--- src/design/mem_stage_pkg.sv ---
package mem_stage_pkg;

   ////////////////////////////////////////
   // Sizes.
   ////////////////////////////////////////
   localparam int DATA_W      = 32;
   localparam int NUM_LANES   = 4;
   localparam int MEM_DEPTH   = 256;
   localparam int WORD_ADDR_W = 8;
   localparam int BYTE_ADDR_W = 10;
   localparam int REG_IDX_W   = 5;
   // Derived lane width and lane select width.
   localparam int LANE_W      = DATA_W / NUM_LANES;
   localparam int LANE_SEL_W  = BYTE_ADDR_W - WORD_ADDR_W;

   ////////////////////////////////////////
   // Encodings.
   ////////////////////////////////////////
   typedef enum logic [2:0] {
      MEM_BYTE, MEM_HALF, MEM_WORD, MEM_BYTE_U, MEM_HALF_U
   } mem_op_e;

   // Who owns the access that is in flight.
   typedef enum logic [1:0] {
      OWNER_NONE, OWNER_PIPE, OWNER_DBG
   } owner_e;

   ////////////////////////////////////////
   // Bundles.
   ////////////////////////////////////////
   typedef struct packed {
      logic                   valid;
      logic                   mem_read;
      logic                   mem_write;
      mem_op_e                op;
      logic [BYTE_ADDR_W-1:0] addr;
      logic [DATA_W-1:0]      wdata;
      logic [REG_IDX_W-1:0]   rd_idx;
      logic                   reg_write;
      logic                   mem_to_reg;
      logic                   halt;
      logic [DATA_W-1:0]      alu_result;
   } mem_req_t;

   typedef struct packed {
      logic                   en;
      logic [NUM_LANES-1:0]   we;
      logic [WORD_ADDR_W-1:0] addr;
      logic [DATA_W-1:0]      wdata;
   } ram_port_t;

   typedef struct packed {
      owner_e                owner;
      mem_op_e               op;
      logic [LANE_SEL_W-1:0] offset;
      logic [REG_IDX_W-1:0]  rd_idx;
      logic                  reg_write;
      logic                  mem_to_reg;
      logic                  halt;
      logic [DATA_W-1:0]     alu_data;
   } req_tag_t;

   typedef struct packed {
      logic                 valid;
      logic                 reg_write;
      logic                 mem_to_reg;
      logic [REG_IDX_W-1:0] rd_idx;
      logic                 halt;
      logic [DATA_W-1:0]    alu_data;
      logic [DATA_W-1:0]    mem_data;
   } wb_t;

   typedef struct packed {
      logic              valid;
      logic [DATA_W-1:0] data;
      logic              dirty;
   } dbg_rsp_t;

endpackage
--- src/design/dirty_bit_tracker.sv ---
`timescale 1ns/100ps

module dirty_bit_tracker (
   input                            i_clock,
   input                            i_soft_reset,
   input  mem_stage_pkg::ram_port_t i_ram_port,
   output logic                     o_dirty
);

   logic [mem_stage_pkg::MEM_DEPTH-1:0] dirty_q;
   logic                                word_written;

   assign word_written = i_ram_port.en & (|i_ram_port.we);

   // One flag per word.
   always_ff @(posedge i_clock) begin
      if (!i_soft_reset) begin
         dirty_q <= '0;
      end else if (word_written) begin
         dirty_q[i_ram_port.addr] <= 1'b1;
      end
   end

   // Sampled with the RAM read so it lines up with o_rdata.
   always_ff @(posedge i_clock) begin
      if (i_ram_port.en) o_dirty <= dirty_q[i_ram_port.addr];
   end

endmodule

--- config.mk ---
export PLATFORM = sky130hd
export DESIGN_NAME = dirty_bit_tracker
export DESIGN_NICKNAME = d
export VERILOG_FILES = /design/src/design/mem_stage_pkg.sv /design/src/design/dirty_bit_tracker.sv
export SDC_FILE = /design/constraint.sdc
export NUM_CORES = 1
export LEC_CHECK = 0
export BUFFER_PORTS_ARGS = -buffer_cell sky130_fd_sc_hd__buf_2
export CAP_MARGIN = 20
export CELL_PAD_IN_SITES_DETAIL_PLACEMENT = 1
export CELL_PAD_IN_SITES_GLOBAL_PLACEMENT = 1
export CORE_MARGIN = 2
export CORE_UTILIZATION = 45
export DETAILED_ROUTE_END_ITERATION = 6
export GPL_TIMING_DRIVEN = 0
export PLACE_DENSITY = 0.82
export SETUP_SLACK_MARGIN = 0.15
export SLEW_MARGIN = 0
export SYNTH_ARGS = -nofsm -noshare
export SYNTH_HDL_FRONTEND = slang
export SYNTH_SLANG_ARGS = --single-unit
--- constraint.sdc ---
create_clock -name i_clock -period 3 [get_ports i_clock]
set_input_delay 0.3 -clock i_clock [delete_from_list [all_inputs] [get_ports i_clock]]
set_output_delay 0.3 -clock i_clock [all_outputs]
set_load 0.02 [all_outputs]
==> impl_results.md <==
- Wire per inst: about 24 um
- Gpl congestion: 0.842
- Diodes inserted: 0
- Total track usage: 28.4%
- LEAKAGE: roughly 4.0 nW
- Synth Instances: 1056
- Maxcap violations: 0
- Slew Limit Fails: 0
- Layout net count: 1145
- Critical path, cell by cell: buf_2, clkbuf_1, and2_1, clkbuf_2, clkbuf_1, nand3_1, clkbuf_1, nor2_1, o21a_1
- Share of post-route cells with drive strength above 1: 12.6%
- CTS tree: yes
- Port bufs: 12
- Setup ws final: 0.124 ns
- Levels on crit path: 9
- Min-delay worst type: input port to register
- Crit start category: input port
- Worst-path fanout max: 10
- Count of unique library cells instantiated by Yosys: 29
- Setup-failing EPs final: 0
- ANT nets after route: 0
- CTS Sinks: 257
- Fin. Hold Viols: 0
- Clk root buf: clkbuf_16
- Yosys warning total: 0
- Skew-Pair Late Insertion Delay: 0.55 ns
- Vias in the first global route: about 9000
- First-pass GRT wire length: 52.6 mm
- CP required: approximately 3.5 ns
- Fillers: about 2600
- Worst Path Arrival: 3.36 ns
- H-tree depth: 1
- Worst path top cell family by delay: buffers and inverters
- Worst-Margin Slew: about 1.1 ns
- Status: complete, no violations
- Syn Area/Cell: 10.1 sq um
- Total power draw: 7.02 mW
- Syn_nets: 1103
- Kind of critical path: input port to register
- Fmax: ~350 MHz
- Postcts setup bufs: 0
- Clock skew: 0.0114 ns
- Most frequent cells in the layout: dfxtp_1 (256), nor2_1 (175), o21a_1 (172)
- Residual DRC count: 0
- CTS buffer count: 27
- Tmin final: 2.88 ns
- Core area: around 0.023 sq mm
- Peak supply drop: 0.418 mV
- Initial core utilization: 45.6%
- DR pass1 iterations: 5
- Yosys reg bits: 257
- DR vias/cell: 5.96
- Initial DRC Count: 796
- RSZ-0062 raised after global routing: yes
- CTS clock-pin slew for the worst setup and hold paths: ~0.060 ns
- FFs w/ async S/R, synth: 0%
- Worst Setup End Kind: register
- Register area share after synthesis: 48.4%
- Slowest stage delay, CP: 0.69 ns
- Hold Path Depth: 2
- Number of flops mapped to enable cells by yosys: 1
- Crit path max-delay cell type: clkbuf_1
- Slew headroom: 27.8%
- P&R area growth vs syn: 12.5%
- CP bufs+invs: 5
- DP HPWL: 22.8 mm
- Commonest non-fill, non-tap cell in the layout: dfxtp_1
- Largest net degree at the start of global routing: 14
- Top Ports: 48
- Deepest clock path buffer count: 3
- Cell area after synthesis: 0.0106 sq mm
- Die area: 0.0249 sq mm
- Cell mode on critical path: clkbuf_1
- Tcrit/Tclk final: 95.9%
- Rows: 56
- DIE HEIGHT: 158 um
- Pwr dens: approximately 590 mW/mm^2
- Worst reg2reg path depth: 6
- Via count: 8556
- Synth Flop Type: dfxtp_1
- Post-Route Utilization: 51.3%
- Die Width: 158 um
- Initial antenna violation count: 0
- Total global routing overflow: 0
- DP Worst Slack: -0.660 ns
- Final WL: 34.6 mm
per-stage QoR:
stage | std cells | hold slack (ns) | setup TNS, ns | area [sq um]
floorplan | 1056 | 0.412 | 0 | 10600
global placement | 1387 | 0.441 | -26.78 | 11100
detailed placement | 1387 | 0.451 | -29.77 | 11100
CTS | 1436 | 0.149 | 0 | 12000
global route | 1436 | 0.188 | 0 | 12000
finish | 1436 | 0.169 | 0 | 12000
worst paths after layout:
kind / startpoint / to / slack (ns)
setup / recovery: i_ram_port[34] / dirty_q[109]$_SDFFE_PN0P_ / 0.12
hold / removal: i_soft_reset / dirty_q[242]$_SDFFE_PN0P_ / 0.17
setup reg to reg: dirty_q[247]$_SDFFE_PN0P_ / o_dirty$_DFFE_PP_ / 0.55
hold reg to reg: dirty_q[82]$_SDFFE_PN0P_ / dirty_q[82]$_SDFFE_PN0P_ / 0.46
where the power goes:
group | total, mW | switching [mW] | internal (mW)
Combinational | 0.397 | 0.287 | 0.111
Clock | 3.20 | 1.39 | 1.81
Sequential | 3.43 | 0.00404 | 3.42
Total | 7.02 | 1.68 | 5.34
registers in the layout, indices dropped and copies added, names as in the netlist:
name	count
o_dirty	1
dirty_q	256
logic make-up (layout without fill, tap and decap cells):
group / after synthesis / after routing / synth area share [%]
and+or+nand+nor: 339 / 339 / 15.0
AOI/OAI and AO/OA: 309 / 309 / 19.5
DFF: 257 / 257 / 48.4
buffers and inverters: 87 / 148 / 3.50
muxes: 64 / 64 / 13.5
cells in the mapped netlist, types with 4 or more instances:
cell type	instances	area [sq um]
a21oi_1	98	490
a22oi_1	32	240
buf_1	5	18.8
buf_2	6	30.0
buf_6	4	45.0
clkbuf_1	69	259
dfxtp_1	256	5120
mux4_2	64	1440
nand2_1	22	82.6
nand2b_1	8	50.1
nand3_1	8	40.0
nor2_1	176	661
nor2b_1	91	569
nor3_1	19	95.1
nor4_1	5	31.3
o21a_1	172	1290
or3_1	5	31.3
per-layer routing:
layer  track usage, %  vias up  part of all wire [%]
met5                0        -                     0
met4             12.2        0                   4.5
met3             6.54      106                   7.4
met2             46.2      342                    47
met1             36.3     4300                    41
li1                 -     3808                     -
area by class of cell:
class | count | area, sq um | area share (%)
flip-flops and latches | 257 | 5150 | 43.0
multi-input cells | 712 | 5120 | 42.8
clock buffers | 41 | 788 | 6.58
well taps | 319 | 399 | 3.33
plain buffers | 87 | 398 | 3.32
repair buffers | 13 | 70.1 | 0.585
clock inverters | 7 | 45.0 | 0.376
what timing repair did:
item                                    CTS  global route
gates resized for setup                   7            17
pin swaps                                 0             0
endpoints found under the hold margin     1             0
endpoints found under the setup margin   26            24
hold buffers                              1             0
Note: power is estimated with default switching activity, not from simulation.
