===== src/design/mem_stage_pkg.sv =====
package mem_stage_pkg;

   ////////////////////////////////////////
   // Sizes.
   ////////////////////////////////////////
   localparam int DATA_W      = 32;
   localparam int NUM_LANES   = 4;
   localparam int MEM_DEPTH   = 256;
   localparam int WORD_ADDR_W = 8;
   localparam int BYTE_ADDR_W = 10;
   localparam int REG_IDX_W   = 5;
   // Derived lane width and lane select width.
   localparam int LANE_W      = DATA_W / NUM_LANES;
   localparam int LANE_SEL_W  = BYTE_ADDR_W - WORD_ADDR_W;

   ////////////////////////////////////////
   // Encodings.
   ////////////////////////////////////////
   typedef enum logic [2:0] {
      MEM_BYTE, MEM_HALF, MEM_WORD, MEM_BYTE_U, MEM_HALF_U
   } mem_op_e;

   // Who owns the access that is in flight.
   typedef enum logic [1:0] {
      OWNER_NONE, OWNER_PIPE, OWNER_DBG
   } owner_e;

   ////////////////////////////////////////
   // Bundles.
   ////////////////////////////////////////
   typedef struct packed {
      logic                   valid;
      logic                   mem_read;
      logic                   mem_write;
      mem_op_e                op;
      logic [BYTE_ADDR_W-1:0] addr;
      logic [DATA_W-1:0]      wdata;
      logic [REG_IDX_W-1:0]   rd_idx;
      logic                   reg_write;
      logic                   mem_to_reg;
      logic                   halt;
      logic [DATA_W-1:0]      alu_result;
   } mem_req_t;

   typedef struct packed {
      logic                   en;
      logic [NUM_LANES-1:0]   we;
      logic [WORD_ADDR_W-1:0] addr;
      logic [DATA_W-1:0]      wdata;
   } ram_port_t;

   typedef struct packed {
      owner_e                owner;
      mem_op_e               op;
      logic [LANE_SEL_W-1:0] offset;
      logic [REG_IDX_W-1:0]  rd_idx;
      logic                  reg_write;
      logic                  mem_to_reg;
      logic                  halt;
      logic [DATA_W-1:0]     alu_data;
   } req_tag_t;

   typedef struct packed {
      logic                 valid;
      logic                 reg_write;
      logic                 mem_to_reg;
      logic [REG_IDX_W-1:0] rd_idx;
      logic                 halt;
      logic [DATA_W-1:0]    alu_data;
      logic [DATA_W-1:0]    mem_data;
   } wb_t;

   typedef struct packed {
      logic              valid;
      logic [DATA_W-1:0] data;
      logic              dirty;
   } dbg_rsp_t;

endpackage

===== src/design/store_lane_encoder.sv =====
`timescale 1ns/100ps

module store_lane_encoder (
   input  mem_stage_pkg::mem_req_t  i_mem_req,
   output mem_stage_pkg::ram_port_t o_ram_port,
   output mem_stage_pkg::req_tag_t  o_tag
);

   logic [mem_stage_pkg::LANE_SEL_W-1:0] offset;
   logic [mem_stage_pkg::NUM_LANES-1:0]  lanes;
   logic [mem_stage_pkg::DATA_W-1:0]     wdata_aligned;

   assign offset = i_mem_req.addr[mem_stage_pkg::LANE_SEL_W-1:0];

   // Lane pattern and replicated data by access size.
   // Halfwords ignore the low offset bit.
   always_comb begin
      case (i_mem_req.op)
         mem_stage_pkg::MEM_BYTE, mem_stage_pkg::MEM_BYTE_U: begin
            lanes = mem_stage_pkg::NUM_LANES'(1) << offset;
            wdata_aligned = {mem_stage_pkg::NUM_LANES{i_mem_req.wdata[7:0]}};
         end
         mem_stage_pkg::MEM_HALF, mem_stage_pkg::MEM_HALF_U: begin
            lanes = mem_stage_pkg::NUM_LANES'(3) << {offset[mem_stage_pkg::LANE_SEL_W-1], 1'b0};
            wdata_aligned = {(mem_stage_pkg::NUM_LANES / 2){i_mem_req.wdata[15:0]}};
         end
         default: begin
            lanes = '1;
            wdata_aligned = i_mem_req.wdata;
         end
      endcase
   end

   // Loads keep the port enabled with no lanes set.
   assign o_ram_port.en    = i_mem_req.valid & (i_mem_req.mem_read | i_mem_req.mem_write);
   assign o_ram_port.we    = i_mem_req.mem_write ? lanes : '0;
   assign o_ram_port.addr  = i_mem_req.addr[mem_stage_pkg::BYTE_ADDR_W-1:mem_stage_pkg::LANE_SEL_W];
   assign o_ram_port.wdata = wdata_aligned;

   assign o_tag.owner      = mem_stage_pkg::OWNER_PIPE;
   assign o_tag.op         = i_mem_req.op;
   assign o_tag.offset     = offset;
   assign o_tag.rd_idx     = i_mem_req.rd_idx;
   assign o_tag.reg_write  = i_mem_req.reg_write;
   assign o_tag.mem_to_reg = i_mem_req.mem_to_reg;
   assign o_tag.halt       = i_mem_req.halt;
   assign o_tag.alu_data   = i_mem_req.alu_result;

endmodule


===== config.mk =====
export PLATFORM = sky130hd
export DESIGN_NAME = store_lane_encoder
export DESIGN_NICKNAME = d
export VERILOG_FILES = /design/src/design/mem_stage_pkg.sv /design/src/design/store_lane_encoder.sv
export SDC_FILE = /design/constraint.sdc
export NUM_CORES = 1
export LEC_CHECK = 0
export BUFFER_PORTS_ARGS = -buffer_cell sky130_fd_sc_hd__buf_2
export CELL_PAD_IN_SITES_DETAIL_PLACEMENT = 0
export CELL_PAD_IN_SITES_GLOBAL_PLACEMENT = 1
export CORE_MARGIN = 8
export CORE_UTILIZATION = 18
export DETAILED_ROUTE_END_ITERATION = 7
export MAX_ROUTING_LAYER = met4
export PLACE_DENSITY_LB_ADDON = 0.05
export SLEW_MARGIN = 15
export SYNTH_ARGS = -nofsm -noshare
export SYNTH_HDL_FRONTEND = slang
export SYNTH_SLANG_ARGS = --single-unit

===== constraint.sdc =====
create_clock -name vclk -period 2.1
set_clock_uncertainty 0.05 [all_clocks]
set_input_delay 0.42 -clock vclk [all_inputs]
set_output_delay 0.42 -clock vclk [all_outputs]
set_load 0.05 [all_outputs]

==> metrics.yaml, run 1 <==
floorplan:
  io_pins: 180
  core_area_um2: 6314
  initial_core_util_pct: 18.45
  num_rows: 29
  chipHeight_um: 96.45
  die_w_um: 96.45
  dieArea_um2: 9302
synth:
  syn_avg_cell_area_um2: 7.924
  synthCells: 147
  ys_warn_count: 0
  syn_nets: 235
  yosysSeqAreaShare_pct: 0
  synth_area_um2: 1165
  synth.distinct_cells: 22
route:
  first_iter_violations: 26
  totalWireLength_um: 4577
  routedWlPerCell_um: 17.95
  viasPerCell: 4.573
  vias: 1166
  ant_nets: 0
  drcViolationCount: 0
  dr.pass1.iters: 4
place:
  gp_congestion: 0.7515
  dpl-instance-area_um2: 1410
  dp_hpwl_um: 3900
  io_buffers: 82
  place_inst: 255
cells_and_area:
  fillers: 712
  finalInstanceArea_um2: 1465
  n_clock_buffer: 0
  fin_nets: 268
  post-route-util_pct: 23.21
  drive_gt1_share_pct: 75.28
  seq_cells: 0
  diodes: 0
  area_delta_synth_final_pct: 25.78
  stdcell_count: 255
  multi_input_area_um2: 759.5
  seq_area_um2: 0
power:
  finalPower_mw: 0.5998
  power_density_nw_per_um2: 409.4
  p_leak_nw: 0.6847
  irDropWorstVdd_uv: 132.9
timing:
  hold_ws_ns: 0.7900
  rsz0062_at_grt: "no"
  period_needed_ns: 2.039
  max_freq_mhz: 490.5
  setup_violations: 0
  hold_viol: 0
  period_share_pct: 97.08
  drv_slew: 0
hold_path:
  min_path_cells: 0
  hold_start: "i_mem_req[13]"
  min_to: "o_tag[13]"
  worstHoldPathType: "in -> out"
global_route:
  grt_pass1_vias: 1210
  grt_start_max_net_pins: 23
  antenna_found_initial: 0
  grt_overflow: 0
  grt_util_all_layers_pct: 8.710
  grt_pass1_wl_um: 6437
run_status:
  run_status: "complete, no violations"
flow_run:
  max-cap-violations: 0
setup_path:
  end_kind: "output port"
  cp.required_ns: 1.63
  arrival_ns: 1.57
  cp_max_fo: 7
  startpoint_type: "input pin"
  path_class: "in -> out"
clock_network:
  cts_hold_buf: 0
==> logic make-up after synthesis <==
group / share of synthesized area, %
compound gates: 24.49
xor+xnor: 1.397
buf+inv: 45.54
mux: 24.27
other cells: 0.6447
simple gates: 3.652
==> final cells by class <==
| type | count | share of cell area, % |
|---|---|---|
| inverters | 1 | 0.2562 |
| multi-input cells | 75 | 51.84 |
| well taps | 77 | 6.576 |
| repair buffers | 102 | 41.33 |
==> power by group <==
group | internal [mW] | switching [mW] | total [mW]
Combinational | 0.197 | 0.403 | 0.600
Clock | 0 | 0 | 0
Sequential | 0 | 0 | 0
==> layout by cell type, fill, tap and decap left out, types with 2 or more instances in the layout <==
| cell | synthesis | routed |
|---|---|---|
| nand2_1 | 2 | 2 |
| o32ai_2 | 0 | 3 |
| nor2_1 | 3 | 3 |
| o32ai_1 | 8 | 5 |
| buf_4 | 66 | 25 |
| o21ai_0 | 5 | 5 |
| a21boi_0 | 2 | 2 |
| buf_2 | 4 | 72 |
| mux2_2 | 16 | 16 |
| buf_6 | 1 | 2 |
| mux2i_1 | 8 | 8 |
| conb_1 | 2 | 2 |
| a21oi_1 | 4 | 2 |
| a221oi_4 | 0 | 4 |
| o22ai_1 | 8 | 8 |
| clkbuf_4 | 0 | 2 |
| o211a_1 | 2 | 2 |
| nand2b_1 | 2 | 2 |
| a21oi_2 | 0 | 2 |
| a221oi_2 | 0 | 4 |
==> cell usage after synthesis <==
cell	n	area [um2]
buf_2	4	20.02
buf_6	1	11.26
o211a_1	2	20.02
a21oi_1	4	20.02
o22ai_1	8	50.05
nor2_1	3	11.26
o21ai_0	5	25.02
inv_1	1	3.750
xor2_2	1	16.27
mux2i_4	1	22.52
nor2_4	1	11.26
o21bai_1	1	7.510
a21boi_0	2	15.01
buf_4	66	495.5
mux2i_1	8	80.08
nand2b_1	2	12.51
nand2_1	2	7.510
o32ai_1	8	70.07
o21a_1	1	7.510
a221oi_1	8	70.07
mux2_2	16	180.2
conb_1	2	7.510
==> metrics by stage <==
step | setup slack [ns] | setup TNS [ns]
2_1_floorplan | -0.1156 | -0.3520
3_3_place_gp | -0.01137 | -0.06796
3_5_place_dp | -0.04181 | -0.3358
4_1_cts | 0.002545 | 0
5_1_grt | 0.002449 | 0
6_report | 0.06135 | 0
==> repair_timing <==
action | CTS | global route
endpoints found under the setup margin | 11 | 7
hold endpoints to repair | 0 | 0
buffers inserted | 0 | 0
gates resized for setup | 5 | 15
==> critical path: stages <==
cell and delay (ns):
buf_4 0.17, mux2i_4 0.25, buf_4 0.18, mux2_2 0.34
buf_2 0.21
==> layer usage <==
| metal | wire length, um | track usage (%) | vias to the layer above |
|---|---|---|---|
| met1 | 1892 | 10.48 | 531 |
| met5 | 0 | - | - |
| met4 | 62 | 1.513 | 0 |
| met2 | 2064 | 14.21 | 80 |
| met3 | 557 | 2.550 | 16 |
| li1 | - | - | 539 |
==> worst max-delay path by stage <==
stage | to | from | cells after the start | slack (ns)
final | o_ram_port[22] | i_mem_req[82] | 5 | 0.06
after global routing | o_ram_port[14] | i_mem_req[83] | 6 | 0.002
after CTS | o_ram_port[29] | i_mem_req[83] | 6 | 0.003
after detailed placement | o_ram_port[22] | i_mem_req[82] | 5 | -0.04
after global placement | o_ram_port[16] | i_mem_req[82] | 5 | -0.01
after floorplan | o_ram_port[25] | i_mem_req[84] | 5 | -0.12
(Power assumes the default switching activity.)
==> run 2: changes to the inputs <==
Settings changed: CORE_MARGIN 8 to 2.
==> run 2 against run 1 <==
  * Design area decreased by 2.0%
  * Global-route usage increased by 1.8 points
  * Maximum frequency increased by 0.22%
  * Combinational power decreased by 1%
  * Sequential share of layout area unchanged
  * Critical path type unchanged
  * First-iteration DRC count decreased by 12%
  * Final cell count decreased by 0.78%
  * Flip-flop and latch count unchanged
  * Clock-buffer cell count unchanged
  * Critical path depth increased by 1
  * Via count decreased by 0.69%
==> metrics.yaml, run 2 (same netlist as run 1, synthesis figures left out) <==
cells_and_area:
  drive_gt1_share_pct: 74.43  # was 75.28%
  area_delta_synth_final_pct: 23.20  # was 25.78%
  post-route-util_pct: 22.73  # was 23.21%
  final_common_cell: "buf_2"  # unchanged
  seq_area_um2: 0  # unchanged
  diodes: 0  # unchanged
  n_clock_buffer: 0  # unchanged
  seq_cells: 0  # unchanged
  final_cell_mix: "buf_2, buf_4, mux2_2, mux2i_1, o22ai_1"  # unchanged
  fillers: 732  # was 712
  fin_nets: 266  # was 268
route:
  ant_nets: 0  # unchanged
  drcViolationCount: 0  # unchanged
  dr.pass1.iters: 4  # unchanged
  totalWireLength_um: 3981  # was 4577 um
  first_iter_violations: 23  # was 26
  vias: 1158  # was 1166
  routedWlPerCell_um: 15.74  # was 17.95 um
  viasPerCell: 4.577  # was 4.573
setup_path:
  end_kind: "output port"  # unchanged
  crit_family: "buffers and inverters"  # was multiplexers
  crit_buf_inv: 3  # unchanged
  slowest_stage: "mux2_2"  # unchanged
  max_stage_delay_ns: 0.33  # was 0.34 ns
  arrival_ns: 1.56  # was 1.57 ns
  cp_max_fo: 6  # was 7
  cp.required_ns: 1.63  # about the same
  path_class: "in -> out"  # unchanged
  crit_path_frequent_cell: "buf_2"  # was buf_4
  crit_chain: "buf_2 -> xor2_2 -> nor2_4 -> buf_4 -> mux2_2 -> buf_2"  # was buf_4 -> mux2i_4 -> buf_4 -> mux2_2 -> buf_2
  startpoint_type: "input pin"  # unchanged
place:
  io_buffers: 82  # unchanged
  dp_hpwl_um: 3412  # was 3900 um
  gp_congestion: 0.7342  # was 0.7515
power:
  irDropWorstVdd_uv: 119.0  # was 132.9 uV
  pwr-share-comb_pct: 100.0  # about the same
  p_leak_nw: 0.6702  # was 0.6847 nW
  power_switching_mw: 0.3978  # was 0.4028 mW
  p_int_mw: 0.1941  # was 0.1970 mW
  p_clk_share_pct: 0  # about the same
  netSwitchingFraction_pct: 67.21  # was 67.16%
  p_seq_share_pct: 0  # about the same
  power_density_nw_per_um2: 412.4  # was 409.4 nW/um2
hold_path:
  worstHoldPathType: "in -> out"  # unchanged
global_route:
  antenna_found_initial: 0  # unchanged
  grt_util_all_layers_pct: 10.55  # was 8.710%
  grt_pass1_wl_um: 6182  # was 6437 um
  grt_pass1_vias: 1151  # was 1210
  grt_start_max_net_pins: 16  # was 23
  grt_overflow: 0  # unchanged
floorplan:
  dieArea_um2: 7131  # was 9302 um2
  core_area_um2: 6314  # unchanged
  io_pins: 180  # unchanged
  initial_core_util_pct: 18.45  # unchanged
  die_w_um: 84.45  # was 96.45 um
  num_rows: 29  # unchanged
  chipHeight_um: 84.45  # was 96.45 um
timing:
  max_freq_mhz: 491.6  # was 490.5 MHz
  setup_violations: 0  # unchanged
  hold_viol: 0  # unchanged
  period_needed_ns: 2.034  # was 2.039 ns
  drv_slew: 0  # unchanged
  period_share_pct: 96.87  # was 97.08%
  hold_ws_ns: 0.7900  # about the same
  setup_tns_ns: 0  # unchanged
  rsz0062_at_grt: "yes"  # was no
run_status:
  run_status: "complete, no violations"  # unchanged
flow_run:
  max-cap-violations: 0  # unchanged
clock_network:
  post_cts_buffers: 0  # unchanged
run 2: cell types whose count changed in the layout (fill, tap and decap cells not counted):
cell | before | now
buf_2 | 72 | 70
buf_4 | 25 | 27
buf_12 | 1 | 0
clkbuf_4 | 2 | 1
o32ai_1 | 5 | 6
o32ai_2 | 3 | 2
run 2: stage by stage:
stage                     instances  power [mW]  setup slack, ns  instance area [um2]
after floorplan                 147      0.6798          -0.1156                 1267
after global placement          253      0.5747        -0.004472                 1383
after detailed placement        253      0.5764         -0.01799                 1383
after CTS                       253      0.5800          0.01204                 1388
after global routing            253      0.6249        -0.002544                 1435
final                           253      0.5918          0.06581                 1435
run 2: metal layers:
layer / wire length, um / vias up / GRT usage, %
met1: 1657 / 525 / 12.63
met2: 1834 / 88 / 18.18
met3: 445 / 12 / 2.950
li1: - / 533 / -
met5: 0 / - / -
met4: 43 / 0 / 1.299
run 2: repair_timing:
item / CTS / global route
gates cloned: 0 / 0
endpoints found under the setup margin: 11 / 11
gates resized for setup: 2 / 23
hold buffers: 0 / 0
run 2: worst paths after layout:
kind	start	to	slack (ns)	cells past startpoint
max	i_mem_req[83]	o_ram_port[9]	0.07	6
min	i_mem_req[78]	o_ram_port[36]	0.79	0
run 2: cell type report:
cell class / count / area, um2 / area share (%)
inverters: 1 / 3.754 / 0.2616
multi-input cells: 75 / 752.0 / 52.40
repair buffers: 100 / 583.1 / 40.63
well taps: 77 / 96.34 / 6.713
run 2: power by group through the flow:
| stage | clock network [mW] | logic, mW | registers (mW) |
|---|---|---|---|
| 4_1_cts | 0 | 0.580 | 0 |
| 5_1_grt | 0 | 0.625 | 0 |
| 3_3_place_gp | 0 | 0.575 | 0 |
| 3_5_place_dp | 0 | 0.576 | 0 |
| 2_1_floorplan | 0 | 0.680 | 0 |
| 6_report | 0 | 0.592 | 0 |
