### src/design/mem_stage_pkg.sv
package mem_stage_pkg;

   ////////////////////////////////////////
   // Sizes.
   ////////////////////////////////////////
   localparam int DATA_W      = 32;
   localparam int NUM_LANES   = 4;
   localparam int MEM_DEPTH   = 256;
   localparam int WORD_ADDR_W = 8;
   localparam int BYTE_ADDR_W = 10;
   localparam int REG_IDX_W   = 5;
   // Derived lane width and lane select width.
   localparam int LANE_W      = DATA_W / NUM_LANES;
   localparam int LANE_SEL_W  = BYTE_ADDR_W - WORD_ADDR_W;

   ////////////////////////////////////////
   // Encodings.
   ////////////////////////////////////////
   typedef enum logic [2:0] {
      MEM_BYTE, MEM_HALF, MEM_WORD, MEM_BYTE_U, MEM_HALF_U
   } mem_op_e;

   // Who owns the access that is in flight.
   typedef enum logic [1:0] {
      OWNER_NONE, OWNER_PIPE, OWNER_DBG
   } owner_e;

   ////////////////////////////////////////
   // Bundles.
   ////////////////////////////////////////
   typedef struct packed {
      logic                   valid;
      logic                   mem_read;
      logic                   mem_write;
      mem_op_e                op;
      logic [BYTE_ADDR_W-1:0] addr;
      logic [DATA_W-1:0]      wdata;
      logic [REG_IDX_W-1:0]   rd_idx;
      logic                   reg_write;
      logic                   mem_to_reg;
      logic                   halt;
      logic [DATA_W-1:0]      alu_result;
   } mem_req_t;

   typedef struct packed {
      logic                   en;
      logic [NUM_LANES-1:0]   we;
      logic [WORD_ADDR_W-1:0] addr;
      logic [DATA_W-1:0]      wdata;
   } ram_port_t;

   typedef struct packed {
      owner_e                owner;
      mem_op_e               op;
      logic [LANE_SEL_W-1:0] offset;
      logic [REG_IDX_W-1:0]  rd_idx;
      logic                  reg_write;
      logic                  mem_to_reg;
      logic                  halt;
      logic [DATA_W-1:0]     alu_data;
   } req_tag_t;

   typedef struct packed {
      logic                 valid;
      logic                 reg_write;
      logic                 mem_to_reg;
      logic [REG_IDX_W-1:0] rd_idx;
      logic                 halt;
      logic [DATA_W-1:0]    alu_data;
      logic [DATA_W-1:0]    mem_data;
   } wb_t;

   typedef struct packed {
      logic              valid;
      logic [DATA_W-1:0] data;
      logic              dirty;
   } dbg_rsp_t;

endpackage
### src/design/load_align_writeback.sv
`timescale 1ns/100ps

module load_align_writeback (
   input                                    i_clock,
   input                                    i_soft_reset,
   input  mem_stage_pkg::req_tag_t          i_tag,
   input  [mem_stage_pkg::DATA_W-1:0]       i_rdata,
   input                                    i_dirty,
   output mem_stage_pkg::wb_t               o_wb,
   output mem_stage_pkg::dbg_rsp_t          o_dbg_rsp
);

   localparam int HALF_W = 2 * mem_stage_pkg::LANE_W;

   logic [mem_stage_pkg::LANE_W-1:0]  sel_byte;
   logic [HALF_W-1:0]                 sel_half;
   logic [mem_stage_pkg::DATA_W-1:0]  load_data;

   assign sel_byte = i_rdata[i_tag.offset * mem_stage_pkg::LANE_W +: mem_stage_pkg::LANE_W];
   assign sel_half = i_rdata[i_tag.offset[mem_stage_pkg::LANE_SEL_W-1] * HALF_W +: HALF_W];

   // Extend by op.
   always_comb begin
      case (i_tag.op)
         mem_stage_pkg::MEM_BYTE:
            load_data = {{(mem_stage_pkg::DATA_W - mem_stage_pkg::LANE_W){sel_byte[mem_stage_pkg::LANE_W-1]}},
                         sel_byte};
         mem_stage_pkg::MEM_BYTE_U:
            load_data = {{(mem_stage_pkg::DATA_W - mem_stage_pkg::LANE_W){1'b0}}, sel_byte};
         mem_stage_pkg::MEM_HALF:
            load_data = {{(mem_stage_pkg::DATA_W - HALF_W){sel_half[HALF_W-1]}}, sel_half};
         mem_stage_pkg::MEM_HALF_U:
            load_data = {{(mem_stage_pkg::DATA_W - HALF_W){1'b0}}, sel_half};
         default:
            load_data = i_rdata;
      endcase
   end

   ////////////////////////////////////////
   // Response registers.
   ////////////////////////////////////////
   always_ff @(posedge i_clock) begin
      if (!i_soft_reset) begin
         o_wb      <= '0;
         o_dbg_rsp <= '0;
      end else begin
         o_wb.valid      <= (i_tag.owner == mem_stage_pkg::OWNER_PIPE);
         o_dbg_rsp.valid <= (i_tag.owner == mem_stage_pkg::OWNER_DBG);
         if (i_tag.owner == mem_stage_pkg::OWNER_PIPE) begin
            o_wb.reg_write  <= i_tag.reg_write;
            o_wb.mem_to_reg <= i_tag.mem_to_reg;
            o_wb.rd_idx     <= i_tag.rd_idx;
            o_wb.halt       <= i_tag.halt;
            o_wb.alu_data   <= i_tag.alu_data;
            o_wb.mem_data   <= load_data;
         end
         if (i_tag.owner == mem_stage_pkg::OWNER_DBG) begin
            o_dbg_rsp.data  <= i_rdata;
            o_dbg_rsp.dirty <= i_dirty;
         end
      end
   end

endmodule

### config.mk
export PLATFORM = sky130hd
export DESIGN_NAME = load_align_writeback
export DESIGN_NICKNAME = d
export VERILOG_FILES = /design/src/design/mem_stage_pkg.sv /design/src/design/load_align_writeback.sv
export SDC_FILE = /design/constraint.sdc
export NUM_CORES = 1
export LEC_CHECK = 0
export BUFFER_PORTS_ARGS = -buffer_cell sky130_fd_sc_hd__buf_2
export CORE_MARGIN = 2
export CORE_UTILIZATION = 30
export CTS_CLUSTER_DIAMETER = 40
export DETAILED_ROUTE_END_ITERATION = 10
export PLACE_DENSITY_LB_ADDON = 0.15
export SLEW_MARGIN = 20
export SYNTH_ARGS = -nofsm -noshare
export SYNTH_HDL_FRONTEND = slang
export SYNTH_SLANG_ARGS = --single-unit
### constraint.sdc
create_clock -name i_clock -period 2.45 [get_ports i_clock]
set_clock_uncertainty 0.15 [all_clocks]
set_input_delay 0.735 -clock i_clock [delete_from_list [all_inputs] [get_ports i_clock]]
set_output_delay 0.735 -clock i_clock [all_outputs]
set_load 0.02 [all_outputs]
==> flow_metrics.py, run 1 <==
metrics = {
    "sta": {
        "rsz0062_at_grt": "no",
        "final_hold_viol_count": 0,
        "fmax_mhz": 486,
        "worstMarginPinSlew_ns": 0.673,
        "setup_tns_ns": 0,
        "setup_ws_ns": 0.392,
        "finalWorstPathRequiredPeriod_ns": 2.06,
        "report.final.setup_viol": 0,
        "timing.slew.headroom_pct": 55.0,
        "drv_slew": 0,
        "holdWs_ns": 0.303,
        "period_share_pct": 84.0,
    },
    "clock_network": {
        "tritoncts_num_sinks": 107,
        "clkSlewWorstSetupHoldPaths_ns": 0.07,
        "cts_made_buffers": 9,
        "post_cts_resize_count": 0,
        "cts_buffer_depth": 2,
        "clockRootBuffer": "clkbuf_16",
        "cts_hold_buf": 0,
        "tritoncts": "done",
        "post_cts_buffers": 0,
        "insertion_delay_ns": 0.34,
        "htree_levels": 3,
    },
    "layout": {
        "nFillCells": 1550,
        "finalNonFillerCells": 910,
        "final_cell_mix": "188 x buf_2, 174 x nand2_1, 107 x dfxtp_1",
        "layout.nets": 802,
        "multi_input_area_sq_um": 2190,
        "seq_area_sq_um": 2140,
        "final_common_cell": "buf_2",
        "final_layout_size_suffix_gt1_share_pct": 32.6,
        "area.growth.synth_to_final_pct": 32.7,
    },
    "power": {
        "p_sw_w": 0.00110,
        "pwr-share-seq_pct": 47.6,
        "intPower_w": 0.00283,
        "p_total_w": 0.00393,
        "combPwrFrac_pct": 16.7,
        "clkPwrFrac_pct": 35.7,
        "ir_drop_mv": 0.340,
        "p_leak_nw": 2.67,
        "power_density_nw_per_um2": 659,
        "swShare_pct": 28.0,
    },
    "floorplanning": {
        "start_util_pct": 30.8,
        "fp.dieW_um": 126,
        "top_level_ports": 189,
        "die_h_um": 126,
        "die-area_sq_um": 16000,
        "fp.coreArea_sq_um": 14600,
        "row_count": 44,
    },
    "yosys": {
        "synth_edf_count": 0,
        "seq_area_frac_synth_pct": 47.6,
        "async_reset_ff_share_pct": 0,
        "synthFlopType": "dfxtp_1",
        "syn_area_per_cell_sq_um": 8.28,
        "synth_seq_cells": 107,
        "syn_area_sq_um": 4500,
        "synth_cells": 543,
        "ys_warn_count": 0,
        "syn-num-nets": 625,
        "synth_cell_types": 38,
    },
    "worst_hold_path": {
        "hold_class": "flop to flop",
    },
    "critical_path": {
        "slowest_stage": "mux4_2",
        "start_kind": "primary input",
        "path_cells": "buf_2 -> mux4_2 -> and3b_4 -> a311oi_4 -> buf_12 -> a21oi_1",
        "arrival_ns": 2.14,
        "crit_path_end_kind": "flop",
        "setup.worst_path.class": "primary input to flop",
        "crit_path_max_incr_delay_ns": 0.49,
        "cp_data_required_time_ns": 2.54,
        "crit_fanout": 16,
    },
    "grt": {
        "grt_usage_pct": 17.6,
        "grt_overflow_total": 0,
        "grt_start_max_net_pins": 44,
        "antenna_found_initial": 1,
        "grt_pass1_vias": 4273,
        "grt_pass1_wl_mm": 22.6,
    },
    "detailed_routing": {
        "ant_nets": 0,
        "drt_iter0_markers": 230,
        "routed_via_density": 4.84,
        "wl_mm": 14.2,
        "drc": 0,
        "num_vias": 4406,
        "routedWlPerCell_um": 15.6,
        "drt-pass1-iter-count": 4,
    },
    "place": {
        "dp_slack_ns": 0.0537,
        "hpwl_mm": 10.7,
        "place.gp.congestion": 0.813,
        "placed_cells": 893,
        "port_buffers": 188,
    },
    "run_status": {
        "status": "completed",
    },
    "run": {
        "drv_cap": 0,
    },
}
layout make-up:
type                            count  share of cell area (%)
Tap cell                          184                    3.86
Sequential cell                   107                    35.9
Multi-Input combinational cell    391                    36.6
Timing Repair Buffer              209                    18.6
Antenna cell                        1                  0.0419
Clock buffer                       12                    4.30
Inverter                            2                   0.126
Clock inverter                      4                   0.566
worst paths after layout:
check	end	depth (start not counted)	slack (ns)	startpoint
setup / recovery	o_wb[24]	6	0.39	i_rdata[31]
hold / removal	o_wb[0]	2	0.30	o_wb[0]
setup reg to reg	o_wb[31]	2	1.62	o_wb[31]
hold reg to reg	o_wb[0]	2	0.30	o_wb[0]
layer usage:
metal | track usage [%] | vias to the layer above | routed length [um]
met5 | 0 | - | 0
met4 | 6.66 | 0 | 279
met3 | 4.05 | 15 | 964
met2 | 27.8 | 157 | 6370
met1 | 23.5 | 2030 | 6560
li1 | - | 2204 | -
worst max-delay path: cells and delay by family:
kind	cells	cell delay, ns
buffers and inverters	2	0.31
AND/OR/NAND/NOR	1	0.21
multiplexers	1	0.49
AO/OA/AOI/OAI	2	0.38
cells by family after synthesis:
group / count (synthesis) / share of synthesized area [%]
AO/OA/AOI/OAI: 165 / 25.1
XOR/XNOR: 2 / 0.390
buffers and inverters: 45 / 4.03
flip-flops: 107 / 47.6
multiplexers: 11 / 2.78
AND/OR/NAND/NOR: 213 / 20.0
registers in the layout (all words and copies together) (netlist names):
name / flops
o_dbg_rsp: 34
o_wb: 73
power by group through the flow:
stage	clock network [W]	logic [W]	registers, W
4_1_cts	0.00146	0.000664	0.00187
2_1_floorplan	0	0.000264	0.00202
6_report	0.00140	0.000657	0.00187
3_5_place_dp	0	0.000663	0.00191
3_3_place_gp	0	0.000655	0.00191
5_1_grt	0.00152	0.000719	0.00189
cell usage after synthesis, drive strengths merged (4+ instances only):
| master | number | share of area [%] |
|---|---|---|
| a21boi | 73 | 12 |
| buf | 7 | 0.86 |
| nand2 | 174 | 15 |
| o21ai | 31 | 3.4 |
| dfxtp | 107 | 48 |
| nor3 | 7 | 0.78 |
| nand2b | 5 | 0.70 |
| a2bb2oi | 9 | 1.8 |
| a21oi | 26 | 2.9 |
| nor2b | 6 | 0.83 |
| o31ai | 7 | 1.2 |
| nor3b | 7 | 1.2 |
| clkbuf | 36 | 3.0 |
| a31oi | 7 | 0.97 |
| mux2i | 8 | 1.8 |
| a32oi | 7 | 1.4 |
| nor2 | 4 | 0.33 |
metrics by stage:
stage	util (%)	cell area [sq um]
2_1_floorplan	-	4500
3_3_place_gp	38.9	5680
3_5_place_dp	38.9	5680
4_1_cts	40.9	5970
5_1_grt	40.9	5970
6_report	40.9	5970
Note: power is estimated with default switching activity, not from simulation.
==> run 2, diff against run 1 <==
clock period = 1.8 ns   (was 2.45 ns; I/O delays follow)
==> run 2 against run 1 <==
Compared with the run above:
- the flow now finishes with violations (negative setup slack)
- combinational power up 50%
- total power increased by 42%
- utilization is 2.3 points higher
- register-to-register slack worse by 0.66 ns
- setup slack got worse by 0.41 ns
- critical endpoint is now o_wb[16]
==> flow_metrics.py, run 2 (synthesized netlist as in run 1, its figures left out) <==
metrics = {
    "sta": {
        "rsz0062_at_grt": "yes",
        "setup_ws_ns": -0.0150,
        "report.final.setup_viol": 6,
        "period_share_pct": 101,
        "drv_slew": 0,
        "worstMarginPinSlew_ns": 0.580,
        "fmax_mhz": 551,
        "finalWorstPathRequiredPeriod_ns": 1.82,
        "final_hold_viol_count": 0,
        "timing.slew.headroom_pct": 61.2,
        "holdWs_ns": 0.281,
        "setup_tns_ns": -0.0394,
    },
    "detailed_routing": {
        "routedWlPerCell_um": 16.0,
        "routed_via_density": 4.93,
        "wl_mm": 14.8,
        "ant_nets": 0,
        "num_vias": 4581,
        "drt-pass1-iter-count": 6,
        "drc": 0,
        "drt_iter0_markers": 246,
    },
    "floorplanning": {
        "top_level_ports": 189,
        "fp.dieW_um": 126,
        "die-area_sq_um": 16000,
        "row_count": 44,
        "die_h_um": 126,
        "fp.coreArea_sq_um": 14600,
        "start_util_pct": 30.8,
    },
    "critical_path": {
        "r2r_start": "o_wb[25]",
        "cp_data_required_time_ns": 1.90,
        "crit_path_end_kind": "flop",
        "arrival_ns": 1.91,
        "start_kind": "primary input",
        "crit_start": "i_tag[40]",
        "crit_fanout": 8,
        "setup.worst_path.class": "primary input to flop",
        "timing.reg2reg.setup_slack_ns": 0.96,
    },
    "grt": {
        "grt_overflow_total": 0,
        "grt_pass1_wl_mm": 22.8,
        "antenna_found_initial": 0,
        "grt_start_max_net_pins": 85,
        "grt_pass1_vias": 4400,
        "grt_usage_pct": 18.0,
    },
    "run_status": {
        "status": "complete, but fails checks",
        "violations": "negative setup slack",
    },
    "layout": {
        "diodes": 0,
        "largest-register": "o_wb",
        "layout.nets": 822,
        "area.growth.synth_to_final_pct": 40.2,
        "final_cell_mix": "183 x buf_2, 174 x nand2_1, 107 x dfxtp_1",
        "final_common_cell": "buf_2",
        "fin_area_sq_um": 6300,
        "largest_reg_flops": 73,
        "finalNonFillerCells": 929,
        "final_layout_size_suffix_gt1_share_pct": 35.3,
        "reg_top3": "o_wb x73, o_dbg_rsp x34",
    },
    "clock_network": {
        "htree_levels": 3,
        "tritoncts_num_sinks": 107,
        "clockRootBuffer": "clkbuf_16",
        "tritoncts": "done",
        "cts_made_buffers": 9,
        "clkSlewWorstSetupHoldPaths_ns": 0.07,
        "cts_buffer_depth": 2,
        "insertion_delay_ns": 0.35,
        "cts_hold_buf": 0,
    },
    "power": {
        "power_density_nw_per_um2": 888,
        "ir_drop_mv": 0.593,
        "p_leak_nw": 2.82,
    },
    "place": {
        "place.gp.congestion": 0.826,
        "placed_cells": 911,
        "hpwl_mm": 10.9,
        "port_buffers": 188,
        "dpl_cell_area_sq_um": 5900,
    },
    "run": {
        "drv_cap": 0,
    },
    "worst_hold_path": {
        "min-delay-start": "i_tag[5]",
        "hold_class": "primary input to flop",
    },
}
-- run 2: cell types whose count changed in the layout (fill, tap and decap cells not counted), moves of 5 or more --
| cell | previous run | this run |
|---|---|---|
| buf_6 | 0 | 5 |
| buf_2 | 188 | 183 |
| a21oi_1 | 26 | 20 |
| buf_12 | 1 | 7 |
| a21oi_2 | 0 | 6 |
| buf_4 | 20 | 32 |
-- run 2: critical path, cell delays in order --
cell and delay, ns:
buf_8 0.08, mux4_2 0.50, and3b_4 0.20, a311oi_4 0.21
buf_6 0.16, clkbuf_16 0.15, a21oi_1 0.06
-- run 2: path summary, 6_finish.rpt --
path         endpoint  cells past startpoint
max          o_wb[16]                      7
min          o_wb[37]                      3
max reg2reg  o_wb[25]                      2
min reg2reg  o_wb[42]                      2
-- run 2: layout make-up --
cell class	instances	area, sq um
clock buffers	10	239
clock inverters	6	73.8
fillers	1479	8280
inverters	2	7.51
multi-input cells	391	2220
flip-flops and latches	107	2140
well taps	184	230
repair buffers	229	1390
-- run 2: routing by layer --
layer | global-route usage [%] | share of wire (%) | up-vias
met4 | 6.72 | 2.8 | 0
li1 | - | - | 2241
met2 | 30.1 | 47 | 186
met5 | 0 | 0 | -
met3 | 5.69 | 7.7 | 27
met1 | 21.6 | 43 | 2127
-- run 2: through the flow --
step | power, W | utilization (%) | setup slack (ns)
6_report | 0.00560 | 43.2 | -0.0150
5_1_grt | 0.00585 | 43.2 | -0.0249
4_1_cts | 0.00565 | 42.6 | 0.0147
3_5_place_dp | 0.00357 | 40.4 | -0.362
3_3_place_gp | 0.00355 | 40.4 | -0.358
2_1_floorplan | 0.00312 | - | -0.230
-- run 2: repair_timing --
item	4_1_cts	5_1_grt
endpoints found under the hold margin	0	0
buffers inserted	0	1
resized for setup	0	16
endpoints found under the setup margin	0	12
-- run 2: report_power, final --
part,switching [W],internal (W)
Clock,0.000928,0.00113
Combinational,0.000582,0.000404
Sequential,0.0000594,0.00249
==> run 3, diff against run 2 <==
--- a/config.mk
+++ b/config.mk
@@ -8,3 +8,2 @@
 export BUFFER_PORTS_ARGS = -buffer_cell sky130_fd_sc_hd__buf_2
-export CORE_MARGIN = 2
 export CORE_UTILIZATION = 30
--- a/constraint.sdc
+++ b/constraint.sdc
@@ -4,2 +4,2 @@
 set_output_delay 0.54 -clock i_clock [all_outputs]
-set_load 0.02 [all_outputs]
+set_load 0.005 [all_outputs]
==> run 3 against run 2 <==
Compared with the run above:
- the run now ends clean
- utilization shrank 0.87 points
- register-to-register slack gained 0.03 ns
- clock power shrank 12%
- worst hold slack gained 0.0038 ns
- combinational power shrank 18%
- largest power group unchanged
==> flow_metrics.py, run 3 (synthesized netlist as in run 1, its figures left out) <==
metrics = {
    "run_status": {
        "status": "completed",
    },
    "layout": {
        "area.growth.synth_to_final_pct": 37.3,
        "largest_reg_flops": 73,
        "layout.nets": 826,
        "reg_top3": "o_wb x73, o_dbg_rsp x34",
        "final_common_cell": "buf_2",
        "fin_area_sq_um": 6180,
        "final_util_pct": 42.3,
        "finalNonFillerCells": 934,
        "final_layout_size_suffix_gt1_share_pct": 34.4,
        "final_cell_mix": "187 x buf_2, 174 x nand2_1, 107 x dfxtp_1",
        "largest-register": "o_wb",
    },
    "grt": {
        "grt_overflow_total": 0,
        "grt_pass1_wl_mm": 23.1,
        "grt_usage_pct": 18.9,
        "grt_pass1_vias": 4410,
        "antenna_found_initial": 1,
        "grt_start_max_net_pins": 55,
    },
    "clock_network": {
        "cts_buffer_depth": 2,
        "insertion_delay_ns": 0.34,
        "tritoncts": "done",
        "tritoncts_num_sinks": 107,
        "clockRootBuffer": "clkbuf_16",
        "clkSlewWorstSetupHoldPaths_ns": 0.07,
        "htree_levels": 3,
        "cts_made_buffers": 9,
    },
    "sta": {
        "worstMarginPinSlew_ns": 0.607,
        "rsz0062_at_grt": "yes",
        "setup_tns_ns": 0,
        "finalWorstPathRequiredPeriod_ns": 1.76,
        "drv_slew": 0,
        "report.final.setup_viol": 0,
        "timing.slew.headroom_pct": 59.4,
        "period_share_pct": 97.8,
        "fmax_mhz": 568,
        "holdWs_ns": 0.284,
        "final_hold_viol_count": 0,
    },
    "critical_path": {
        "start_kind": "primary input",
        "crit_fanout": 16,
        "path_cells": "buf_2 -> mux4_2 -> and3b_4 -> a311oi_4 -> buf_12 -> a21oi_1",
        "arrival_ns": 1.85,
        "setup.worst_path.class": "primary input to flop",
        "slowest_stage": "mux4_2",
        "cp_data_required_time_ns": 1.89,
        "crit_path_max_incr_delay_ns": 0.48,
        "crit_path_end_kind": "flop",
    },
    "floorplanning": {
        "top_level_ports": 189,
        "fp.dieW_um": 124,
        "fp.coreArea_sq_um": 14600,
        "row_count": 44,
        "die-area_sq_um": 15500,
        "start_util_pct": 30.8,
        "die_h_um": 124,
    },
    "run": {
        "drv_cap": 0,
    },
    "power": {
        "clkPwrFrac_pct": 35.1,
        "p_sw_w": 0.00137,
        "pwr-share-seq_pct": 49.2,
        "ir_drop_mv": 0.468,
        "intPower_w": 0.00381,
        "swShare_pct": 26.4,
        "power_density_nw_per_um2": 839,
        "p_leak_nw": 2.79,
        "combPwrFrac_pct": 15.7,
    },
    "detailed_routing": {
        "drt_iter0_markers": 203,
        "ant_nets": 0,
        "routed_via_density": 4.84,
        "drc": 0,
        "num_vias": 4524,
        "wl_mm": 14.5,
        "drt-pass1-iter-count": 4,
        "routedWlPerCell_um": 15.5,
    },
    "worst_hold_path": {
        "hold_class": "primary input to flop",
    },
    "place": {
        "dpl_cell_area_sq_um": 5910,
        "placed_cells": 917,
        "hpwl_mm": 11.0,
        "place.gp.congestion": 0.793,
        "port_buffers": 188,
    },
}
==> run 3: changes by cell type in the layout (fill, tap and decap cells not counted), moves of 2 or more <==
cell	before	now
a21oi_2	6	0
buf_4	32	41
clkbuf_1	0	3
a21oi_1	20	26
clkinv_2	0	2
buf_12	7	4
clkinv_4	2	0
buf_6	5	1
buf_2	183	187
==> run 3: critical path, delay by kind of cell <==
kind | cells | cell delay [ns]
buffers and inverters | 2 | 0.30
and+or+nand+nor | 1 | 0.21
muxes | 1 | 0.48
AOI/OAI and AO/OA | 2 | 0.31
==> run 3: worst paths after layout <==
| path | startpoint | endpoint | slack (ns) | depth (start not counted) |
|---|---|---|---|---|
| max | i_rdata[31] | o_wb[19] | 0.04 | 6 |
| min | i_tag[27] | o_wb[59] | 0.28 | 3 |
| max reg2reg | o_dbg_rsp[6] | o_dbg_rsp[6] | 0.99 | 2 |
| min reg2reg | o_wb[5] | o_wb[5] | 0.30 | 2 |
==> run 3: final cells by class <==
type                    count  area (sq um)
diodes                      1          2.50
clock buffers              12           236
clock inverters             4          26.3
fillers                  1546          8410
inverters                   2          7.51
multi-input cells         391          2200
flip-flops and latches    107          2140
well taps                 184           230
repair buffers            233          1340
==> run 3: power by group through the flow <==
stage               logic (W)  registers, W  clock network, W
detailed placement   0.000816       0.00261                 0
floorplan            0.000366       0.00261                 0
global placement     0.000804       0.00260                 0
finish               0.000813       0.00255           0.00182
global route         0.000896       0.00257           0.00198
CTS                  0.000819       0.00255           0.00189
==> run 3: per-stage QoR <==
| step | worst slack [ns] | power (W) |
|---|---|---|
| after floorplan | -0.230 | 0.00298 |
| final | 0.0401 | 0.00518 |
| after detailed placement | -0.371 | 0.00342 |
| after global placement | -0.358 | 0.00340 |
| after CTS | 0.000927 | 0.00526 |
| after global routing | -0.0155 | 0.00544 |
==> run 3: layer usage <==
layer	vias up	global-route usage (%)	share of wire, %
met5	-	0	0
met4	0	7.16	1.8
met3	17	4.21	5.7
met2	157	31.9	48
met1	2102	23.5	45
li1	2248	-	-
==> run 3: timing repair <==
action / in CTS / in global routing
buffers inserted: 0 / 0
setup endpoints to repair: 0 / 16
hold buffers: 0 / 0
resized for setup: 0 / 2
